$ cat config.mk
export PLATFORM = sky130hd
export DESIGN_NAME = wakeupPipeline
export DESIGN_NICKNAME = d
export VERILOG_FILES = /design/src/wakeupPkg.sv /design/src/wakeupControl.sv /design/src/intWakeupLane.sv /design/src/memWakeupLane.sv /design/src/wakeupPipeline.sv
export SDC_FILE = /design/constraint.sdc
export NUM_CORES = 1
export LEC_CHECK = 0
export BUFFER_PORTS_ARGS = -buffer_cell sky130_fd_sc_hd__clkbuf_2
export CORE_ASPECT_RATIO = 1.25
export CORE_MARGIN = 4
export CORE_UTILIZATION = 43
export DETAILED_ROUTE_END_ITERATION = 16
export PLACE_DENSITY = 0.74
export SYNTH_ARGS = -nofsm -noshare
export SYNTH_HDL_FRONTEND = slang
export SYNTH_SLANG_ARGS = --single-unit
$ cat constraint.sdc
create_clock -name clock -period 5.3 [get_ports clock]
set_clock_uncertainty 0.2 [all_clocks]
set_input_delay 0.265 -clock clock [delete_from_list [all_inputs] [get_ports clock]]
set_output_delay 0.265 -clock clock [all_outputs]
set_load 0.01 [all_outputs]
$ cat src/wakeupPkg.sv
//**************************************************************************
// Wakeup pipeline package
// Sizes, vector types, bus structs and the selective flush range check
// that the issue-queue wakeup pipeline shares
//**************************************************************************

`default_nettype none

package wakeupPkg;

    // Queue and lane sizes
    localparam int IQ_ENTRIES          = 16;
    localparam int ACTIVE_LIST_ENTRIES = 32;
    localparam int INT_LANES           = 2;
    localparam int MEM_LANES           = 2;
    localparam int LANES               = INT_LANES + MEM_LANES;

    // Execution latency of each lane class, in pipeline stages
    localparam int MEM_LATENCY = 3;
    localparam int INT_LATENCY = 1;

    typedef logic [$clog2(IQ_ENTRIES)-1:0]          iqIndex;
    typedef logic [IQ_ENTRIES-1:0]                  iqVector;
    typedef logic [$clog2(ACTIVE_LIST_ENTRIES)-1:0] activeListIndex;
    typedef logic [$clog2(MEM_LATENCY+1)-1:0]       flushCount;

    // One op picked by the select logic
    typedef struct packed {
        logic           selected;
        iqIndex         ptr;
        iqVector        depVector;
        activeListIndex alPtr;
    } selectReq;

    typedef struct packed {
        logic    wakeup;
        iqIndex  ptr;
        iqVector depVector;
    } wakeupResp;

    // Frees the issue-queue entry of a finished op
    typedef struct packed {
        logic   releaseEntry;
        iqIndex ptr;
    } releaseResp;

    typedef struct packed {
        logic           toRecovery;
        logic           fromRwStage;
        logic           flushAll;
        activeListIndex head;
        activeListIndex tail;
    } recoveryReq;

    // Active-list range whose in-flight ops must not wake consumers
    typedef struct packed {
        logic           active;
        logic           flushAll;
        activeListIndex head;
        activeListIndex tail;
    } flushWindow;

    // One pipeline register entry
    typedef struct packed {
        logic           valid;
        iqIndex         ptr;
        iqVector        depVector;
        activeListIndex alPtr;
    } laneStage;

    // True when ptr lies in [head, tail) of an active window, wrapping allowed
    function automatic logic inRange(input flushWindow window, input activeListIndex ptr);
        logic hit;
        if (!window.active) begin
            hit = 1'b0;
        end else if (window.flushAll) begin
            hit = 1'b1;
        end else if (window.head <= window.tail) begin
            hit = (ptr >= window.head) && (ptr < window.tail);
        end else begin
            hit = (ptr >= window.head) || (ptr < window.tail);
        end
        return hit;
    endfunction

endpackage

`default_nettype wire

$ cat src/wakeupControl.sv
//**************************************************************************
// Wakeup recovery control
// Latches the selective flush range, runs the per-class flush-window
// counters and issues the full pipeline clear
//**************************************************************************

`timescale 1ns/1ps
`default_nettype none

module wakeupControl (
    input  logic                   clock,
    input  logic                   reset,
    input  logic                   stall,
    input  wakeupPkg::recoveryReq  recovery,
    output logic                   clearPipes,
    output wakeupPkg::flushWindow  intWindow,
    output wakeupPkg::flushWindow  memWindow,
    output logic                   flushedOpExist
);

    logic                      rangeLoad;
    logic                      rangeFlushAll;
    wakeupPkg::activeListIndex rangeHead;
    wakeupPkg::activeListIndex rangeTail;
    wakeupPkg::flushCount      intCount;
    wakeupPkg::flushCount      memCount;

    // Counts down to zero, but the first step waits for a cycle without stall
    // since the op in the entry stage has not moved yet
    function automatic wakeupPkg::flushCount countDown(
        input wakeupPkg::flushCount count,
        input wakeupPkg::flushCount loadValue,
        input logic                 hold
    );
        wakeupPkg::flushCount result;
        if (count == '0) begin
            result = count;
        end else if (count == loadValue && hold) begin
            result = count;
        end else begin
            result = count - 1'b1;
        end
        return result;
    endfunction

    assign rangeLoad  = recovery.toRecovery && recovery.fromRwStage;
    assign clearPipes = recovery.toRecovery && !recovery.fromRwStage;

    always_ff @(posedge clock) begin
        if (reset) begin
            intCount <= '0;
            memCount <= '0;
        end else if (rangeLoad) begin
            intCount <= wakeupPkg::flushCount'(wakeupPkg::INT_LATENCY);
            memCount <= wakeupPkg::flushCount'(wakeupPkg::MEM_LATENCY);
        end else begin
            intCount <= countDown(intCount,
                wakeupPkg::flushCount'(wakeupPkg::INT_LATENCY), stall);
            memCount <= countDown(memCount,
                wakeupPkg::flushCount'(wakeupPkg::MEM_LATENCY), stall);
        end
    end

    // Flush range from the register-write stage
    always_ff @(posedge clock) begin
        if (rangeLoad) begin
            rangeHead     <= recovery.head;
            rangeTail     <= recovery.tail;
            rangeFlushAll <= recovery.flushAll;
        end
    end

    always_comb begin
        intWindow.active   = intCount != '0;
        intWindow.flushAll = rangeFlushAll;
        intWindow.head     = rangeHead;
        intWindow.tail     = rangeTail;

        memWindow.active   = memCount != '0;
        memWindow.flushAll = rangeFlushAll;
        memWindow.head     = rangeHead;
        memWindow.tail     = rangeTail;
    end

    assign flushedOpExist = intWindow.active || memWindow.active;

    // Counters only ever load their latency and count down from it
    counterBound: assert property (@(posedge clock) disable iff (reset)
        intCount <= wakeupPkg::INT_LATENCY && memCount <= wakeupPkg::MEM_LATENCY);

endmodule

`default_nettype wire

$ cat src/intWakeupLane.sv
//**************************************************************************
// Integer wakeup lane
// Single-cycle delay for an integer op, with wakeup and release held
// back while the scheduler is stalled
//**************************************************************************

`timescale 1ns/1ps
`default_nettype none

module intWakeupLane (
    input  logic                   clock,
    input  logic                   reset,
    input  logic                   stall,
    input  logic                   clearPipes,
    input  wakeupPkg::selectReq    sel,
    input  wakeupPkg::iqVector     iqFlush,
    input  wakeupPkg::flushWindow  window,
    output wakeupPkg::wakeupResp   wake,
    output wakeupPkg::releaseResp  rel
);

    wakeupPkg::laneStage stage;
    wakeupPkg::laneStage nextStage;
    logic                flushed;

    // Entry flushed in the issue queue this cycle never enters
    always_comb begin
        nextStage.valid     = sel.selected && !iqFlush[sel.ptr];
        nextStage.ptr       = sel.ptr;
        nextStage.depVector = sel.depVector;
        nextStage.alPtr     = sel.alPtr;
    end

    always_ff @(posedge clock) begin
        if (reset) begin
            stage <= '0;
        end else if (clearPipes) begin
            stage.valid <= 1'b0;
        end else if (!stall) begin
            stage <= nextStage;
        end
    end

    assign flushed = wakeupPkg::inRange(window, stage.alPtr);

    // Stalled cycle shows nothing, the op stays and leaves after the stall
    always_comb begin
        wake = '0;
        rel  = '0;
        if (!stall) begin
            wake.wakeup       = stage.valid && !flushed;
            wake.ptr          = stage.ptr;
            wake.depVector    = stage.depVector;
            rel.releaseEntry  = stage.valid;
            rel.ptr           = stage.ptr;
        end
    end

    // No consumer wakes up without its producer's entry being freed
    wakeImpliesRelease: assert property (@(posedge clock) disable iff (reset)
        wake.wakeup |-> rel.releaseEntry && rel.ptr == wake.ptr);

endmodule

`default_nettype wire

$ cat src/memWakeupLane.sv
//**************************************************************************
// Memory wakeup lane
// Shift chain of MEM_LATENCY stages for a memory op; under stall only the
// entry stage holds and a bubble goes into the stage behind it
//**************************************************************************

`timescale 1ns/1ps
`default_nettype none

module memWakeupLane (
    input  logic                   clock,
    input  logic                   reset,
    input  logic                   stall,
    input  logic                   clearPipes,
    input  wakeupPkg::selectReq    sel,
    input  wakeupPkg::iqVector     iqFlush,
    input  wakeupPkg::flushWindow  window,
    output wakeupPkg::wakeupResp   wake,
    output wakeupPkg::releaseResp  rel
);

    // Stage MEM_LATENCY-1 is the entry, stage 0 is the exit
    wakeupPkg::laneStage stages [wakeupPkg::MEM_LATENCY];
    wakeupPkg::laneStage nextStage;
    logic                flushed;

    always_comb begin
        nextStage.valid     = sel.selected && !iqFlush[sel.ptr];
        nextStage.ptr       = sel.ptr;
        nextStage.depVector = sel.depVector;
        nextStage.alPtr     = sel.alPtr;
    end

    always_ff @(posedge clock) begin
        if (reset) begin
            for (int j = 0; j < wakeupPkg::MEM_LATENCY; j++) begin
                stages[j] <= '0;
            end
        end else if (clearPipes) begin
            for (int j = 0; j < wakeupPkg::MEM_LATENCY; j++) begin
                stages[j].valid <= 1'b0;
            end
        end else if (!stall) begin
            for (int j = 1; j < wakeupPkg::MEM_LATENCY; j++) begin
                stages[j-1] <= stages[j];
            end
            stages[wakeupPkg::MEM_LATENCY-1] <= nextStage;
        end else begin
            // Older stages keep draining toward the exit
            for (int j = 1; j < wakeupPkg::MEM_LATENCY - 1; j++) begin
                stages[j-1] <= stages[j];
            end
            // Entry holds its op, so the next stage gets a bubble
            stages[wakeupPkg::MEM_LATENCY-2].valid     <= 1'b0;
            stages[wakeupPkg::MEM_LATENCY-2].depVector <= '0;
        end
    end

    assign flushed = wakeupPkg::inRange(window, stages[0].alPtr);

    // Memory exit is not gated by stall
    always_comb begin
        wake.wakeup      = stages[0].valid && !flushed;
        wake.ptr         = stages[0].ptr;
        wake.depVector   = stages[0].depVector;
        rel.releaseEntry = stages[0].valid;
        rel.ptr          = stages[0].ptr;
    end

    // A stalled entry stage must not duplicate its op downstream
    bubbleAfterStall: assert property (@(posedge clock) disable iff (reset)
        stall |=> !stages[wakeupPkg::MEM_LATENCY-2].valid);

endmodule

`default_nettype wire

$ cat src/wakeupPipeline.sv
//**************************************************************************
// Issue-queue wakeup pipeline
// Spreads selected ops over the integer and memory lanes and connects the
// recovery control that clears the lanes and masks flushed wakeups
//**************************************************************************

`timescale 1ns/1ps
`default_nettype none

module wakeupPipeline (
    input  logic                   clock,
    input  logic                   reset,
    input  logic                   stall,
    input  wakeupPkg::selectReq    sel [wakeupPkg::LANES],
    input  wakeupPkg::iqVector     iqFlush,
    input  wakeupPkg::recoveryReq  recovery,
    output wakeupPkg::wakeupResp   wake [wakeupPkg::LANES],
    output wakeupPkg::releaseResp  rel [wakeupPkg::LANES],
    output logic                   flushedOpExist
);

    logic                  clearPipes;
    wakeupPkg::flushWindow intWindow;
    wakeupPkg::flushWindow memWindow;

    wakeupControl i_control (
        .clock          (clock),
        .reset          (reset),
        .stall          (stall),
        .recovery       (recovery),
        .clearPipes     (clearPipes),
        .intWindow      (intWindow),
        .memWindow      (memWindow),
        .flushedOpExist (flushedOpExist)
    );

    // Integer lanes take the low lane indices
    for (genvar i = 0; i < wakeupPkg::INT_LANES; i++) begin : genIntLane
        intWakeupLane i_intWakeupLane (
            .clock      (clock),
            .reset      (reset),
            .stall      (stall),
            .clearPipes (clearPipes),
            .sel        (sel[i]),
            .iqFlush    (iqFlush),
            .window     (intWindow),
            .wake       (wake[i]),
            .rel        (rel[i])
        );
    end

    // Memory lanes follow the integer lanes
    for (genvar i = 0; i < wakeupPkg::MEM_LANES; i++) begin : genMemLane
        memWakeupLane i_memWakeupLane (
            .clock      (clock),
            .reset      (reset),
            .stall      (stall),
            .clearPipes (clearPipes),
            .sel        (sel[wakeupPkg::INT_LANES + i]),
            .iqFlush    (iqFlush),
            .window     (memWindow),
            .wake       (wake[wakeupPkg::INT_LANES + i]),
            .rel        (rel[wakeupPkg::INT_LANES + i])
        );
    end

endmodule

`default_nettype wire

# Word level (Yosys, flattened, before mapping)
# Memories as Yosys holds them, arrays and structs flattened.
# Index checks and enable logic that the tools add are counted.
# classes
add_sub_neg,2
mul,0
div_mod_pow,0
n_lt_le_gt_ge,13
eq_ne,6
shifts,0
n_mux,69
bitwise,30
reduce_logical,40
# ops
cell,count
25-bit 2-to-1 mux,8
1-bit 2-to-1 mux,48
21-bit 2-to-1 mux,2
16-bit 2-to-1 mux,2
1-bit OR,26
5-bit greater-or-equal comparator,4
4-bit by 5-bit < comparator with 1-bit output (second input constant),4
5-bit < comparator,4
1-bit binary-select mux with 4-bit select,4
1-bit logical AND,16
5-bit 2-to-1 mux,2
1-bit logical NOT,9
2-bit by 1-bit inequality test with 1-bit output (second input constant),4
2-bit AND reduction,4
2-bit 2-to-1 mux,3
5-bit <= comparator,1
1-bit logical OR,5
2-bit logical NOT,2
1-bit inverter,4
2-bit nonzero test,2
2-bit OR reduction,2
2-bit by 1-bit subtractor with 2-bit output (second input constant),2
2-bit by 1-bit equality test with 1-bit output (second input constant),1
2-bit equality test (second input constant),1
# totals
register_bits,67
latchBits,0
ramBits,156
mem_bits_ro,0
out_inout_bits,105
memories,2
# memory_table
memory,words,word_bits,rd,rd_clocked_by_memory_dff,write_ports,line_no,text
genMemLane[0].i_memWakeupLane.stages,3,26,3,0,3,memWakeupLane.sv:23,wakeupPkg::laneStage stages [wakeupPkg::MEM_LATENCY];
genMemLane[1].i_memWakeupLane.stages,3,26,3,0,3,memWakeupLane.sv:23,

# Longest topological paths before layout
# logic_depth
depth_word,8
depth_mapped,7
mapped_depth_nobuf,7

# Hierarchy
# Synthesis repeated with hierarchy kept, for this count alone.
# hier_totals
cells_unflattened,953
area_unflattened_um2,10661.5
# by_module_without_submodules
mod,n_inst,cells_per_inst,area_each_um2,seq_area_each_um2
memWakeupLane,2,251,3434.5,2172.1
intWakeupLane,2,200,1564.0,520.5
wakeupControl,1,51,664.4,410.4

# Least setup slack after synthesis
# No wires, ideal clock.
# synth_path
path_kind,input-to-reg
from,in stall
to,"mem genMemLane[0].i_memWakeupLane.stages[0][26] (netlist name), enable pin"
arrival_ps,2317
path_slack_ps,2361
stages,5
cell_sequence,clkbuf_1 nor2_1 nor2_1 buf_2 inv_1
# synth_lines
element,line_no,text
from (decl),wakeupPipeline.sv:13,"input logic stall,"
to (decl),memWakeupLane.sv:23,

==> flow_metrics.py <==
metrics = {
    "place": {
        "dp_hpwl_mm": 15.99,
        "port-buffer-count": 240,
        "place_inst": 1330,
        "dp_slack_ns": 2.414,
        "place_congestion": 0.8673,
    },
    "power_and_ir_drop": {
        "powerDensity_nw_per_um2": 320.6,
        "peakVddDrop_uv": 197.3,
        "leakagePower_uw": 0.005797,
    },
    "synth": {
        "ys_warn_count": 0,
        "synthCells": 898,
        "yosysSeqAreaShare_pct": 57.08,
        "syn_area_per_cell_um2": 11.31,
        "synth.distinct_cells": 33,
        "ys_ff_latch": 223,
        "syn_area_um2": 10150,
    },
    "global_routing": {
        "grt_overflow": 0,
        "antenna_found_initial": 1,
        "grt_first_pass_wirelength_mm": 38.83,
        "track_usage_pct": 18.01,
        "grt_start_max_net_pins": 86,
        "grt_pass1_vias": 7732,
    },
    "floorplanning": {
        "rows": 62,
        "core_um2": 23120,
        "die-area_um2": 26150,
        "die_y_um": 179.8,
        "start_util_pct": 43.92,
        "die_x_um": 145.4,
        "ios": 241,
    },
    "timing": {
        "drv_slew": 0,
        "post-route-min-period_ns": 3.291,
        "period_share_pct": 62.09,
        "rsz0062_at_grt": "false",
        "final-hold-violation-count": 0,
        "fmax_mhz": 303.9,
        "worst_slew_pin_slew_ns": 1.086,
        "fin_tns_setup_ns": 0,
        "finalWorstSetupSlack_ns": 2.009,
        "slew_headroom_pct": 27.47,
        "setup_violations": 0,
    },
    "setup_path": {
        "startpoint_type": "primary input",
        "r2r_start": "i_control.intCount[0]",
        "cp.required_ns": 5.48,
        "critPathArrivalTime_ns": 3.47,
        "crit_end": "genIntLane[0].i_intWakeupLane.stage[25]",
        "critPathKind": "in2reg",
        "crit_fanout": 74,
        "reg2reg_to": "i_control.intCount[1]",
        "r2r_setup_slack_ns": 3.65,
        "cp-startpoint": "recovery[12]",
        "cp-end-kind": "register",
        "worstRegToRegCells": 5,
    },
    "cells_and_area": {
        "area_growth_pct": 28.90,
        "fillers": 1902,
        "mostFrequentLayoutCells": "clkbuf_2, edfxtp_1, and2_1, nand2_1, dlygate4sd3_1",
        "multi_input_area_um2": 3642,
        "fin_cells": 1490,
        "final_common_cell": "clkbuf_2",
        "layout.nets": 1365,
        "drive_gt1_share_pct": 25.17,
        "seq_area_um2": 5796,
    },
    "run": {
        "cap_violations": 0,
    },
    "routing": {
        "drt-initial-drc-count": 487,
        "drc_errors": 0,
        "vias": 7435,
        "first_pass_iters": 4,
        "postRouteAntennaNets": 0,
        "drt-total-wl_mm": 24.21,
        "viasPerCell": 4.990,
        "wl_per_cell_um": 16.25,
    },
    "cts": {
        "numCtsBuffers": 22,
        "clk-insertion-delay-late_ns": 0.50,
        "clock-root-buffer": "clkbuf_16",
        "cts_buffer_depth": 3,
        "htreeDepth": 1,
        "cts.clk_slew.worst_paths_ns": 0.06,
        "cts_tree": "yes",
        "cts_sinks": 223,
    },
    "run_status": {
        "status": "finished clean",
    },
    "min_path": {
        "holdCritPathClass": "in2reg",
    },
}
per-stage QoR:
stage | instance area, um2 | util, % | hold WS [ns] | total power, uW
global placement | 11160 | 48.26 | 0.2275 | 2560
CTS | 13080 | 56.59 | 0.02390 | 4234
global route | 13090 | 56.60 | 0.04000 | 4384
finish | 13090 | 56.61 | 0.04663 | 4196
floorplan | 10160 | - | 0.1639 | 2411
detailed placement | 11160 | 48.26 | 0.2389 | 2581
registers in the layout, indices dropped and copies added (netlist names):
| signal | flops |
|---|---|
| genIntLane.i_intWakeupLane.stage | 52 |
| i_control.rangeHead | 5 |
| i_control.intCount | 2 |
| i_control.memCount | 2 |
| genMemLane.i_memWakeupLane.stages | 156 |
| i_control.rangeFlushAll | 1 |
| i_control.rangeTail | 5 |
cell type report:
class,instances,share of cell area [%]
Multi-Input combinational cell,546,27.83
Clock buffer,31,4.943
Sequential cell,223,44.28
Antenna cell,2,0.03824
Tap cell,288,2.753
Timing Repair Buffer,367,18.72
Clock inverter,9,0.7457
Inverter,24,0.6883
per-layer routing:
metal | track usage, % | share of wire [%]
met4 | 9.312 | 4.9
met2 | 32.80 | 51
met5 | 0 | 0
met1 | 20.37 | 39
met3 | 2.695 | 4.5
how the worst min path moves through the flow:
| stage | start | end | slack (ns) | cells past startpoint |
|---|---|---|---|---|
| floorplan | recovery[10] | i_control.rangeFlushAll | 0.16 | 0 |
| global placement | genMemLane[0].i_memWakeupLane.stages[1][25] | genMemLane[0].i_memWakeupLane.stages[0][51] | 0.23 | 1 |
| detailed placement | genMemLane[0].i_memWakeupLane.stages[1][25] | genMemLane[0].i_memWakeupLane.stages[0][51] | 0.24 | 1 |
| CTS | sel[47] | genMemLane[0].i_memWakeupLane.stages[1][21] | 0.02 | 2 |
| global route | sel[47] | genMemLane[0].i_memWakeupLane.stages[1][21] | 0.04 | 2 |
| finish | sel[47] | genMemLane[0].i_memWakeupLane.stages[1][21] | 0.05 | 2 |
synthesized netlist by cell type:
library cell,count,area [um2]
dfxtp_1,90,1802
mux4_2,12,270.3
nand2_1,119,446.7
edfxtp_1,133,3994
nor2_1,43,161.4
a21o_1,8,60.06
o32ai_1,1,8.760
nand2b_1,10,62.56
a21boi_0,1,7.510
buf_4,58,435.4
or2_2,1,6.260
a21oi_1,68,340.3
a31oi_1,7,43.79
ha_1,45,563.0
clkbuf_1,34,127.6
o21ai_0,12,60.06
o22ai_1,1,6.260
buf_2,3,15.01
and2_1,123,769.5
inv_1,24,90.09
a32oi_1,1,8.760
a2111oi_0,3,26.28
buf_6,4,45.04
a22oi_1,32,240.2
clkbuf_2,6,30.03
o21ai_2,2,17.52
conb_1,1,3.750
buf_1,1,3.750
nand3_1,1,5.000
xnor2_1,2,17.52
nor2b_1,43,269.0
mux4_1,8,210.2
nand4_1,1,6.260
worst max-delay path, cell delays in order:
cell,delay [ns]
dlygate4sd3_1,0.53
clkbuf_2,0.11
nor2b_1,0.54
or2_2,0.90
nor2_4,0
buf_4,0.33
nand2_1,0.16
o21ai_2,0.06
dlygate4sd3_1,0.55
repair_timing:
| item | in CTS | in global routing |
|---|---|---|
| hold endpoints to repair | 117 | 0 |
| gates resized for setup | 0 | 0 |
| setup buffers | 0 | 0 |
| hold buffers | 118 | 0 |
where the power goes:
part	internal [uW]	switching [uW]	total, uW	leakage (uW)
sequential	1980	62.2	2040	0.00219
combinational	275	300	575	0.00325
clock	951	633	1580	0.000362
logic make-up (layout without fill, tap and decap cells):
kind of cell             count (synthesis)  after routing  synth area share [%]
multiplexers                            20             20                 4.732
adder cells (fa/ha/maj)                 45             45                 5.545
XOR/XNOR                                 2              2                0.1726
buffers and inverters                  130            431                 7.357
flip-flops                             223            223                 57.08
AND/OR/NAND/NOR                        341            341                 17.01
AO/OA/AOI/OAI                          136            136                 8.072
other                                    1              4               0.03693
(Power assumes the default switching activity.)
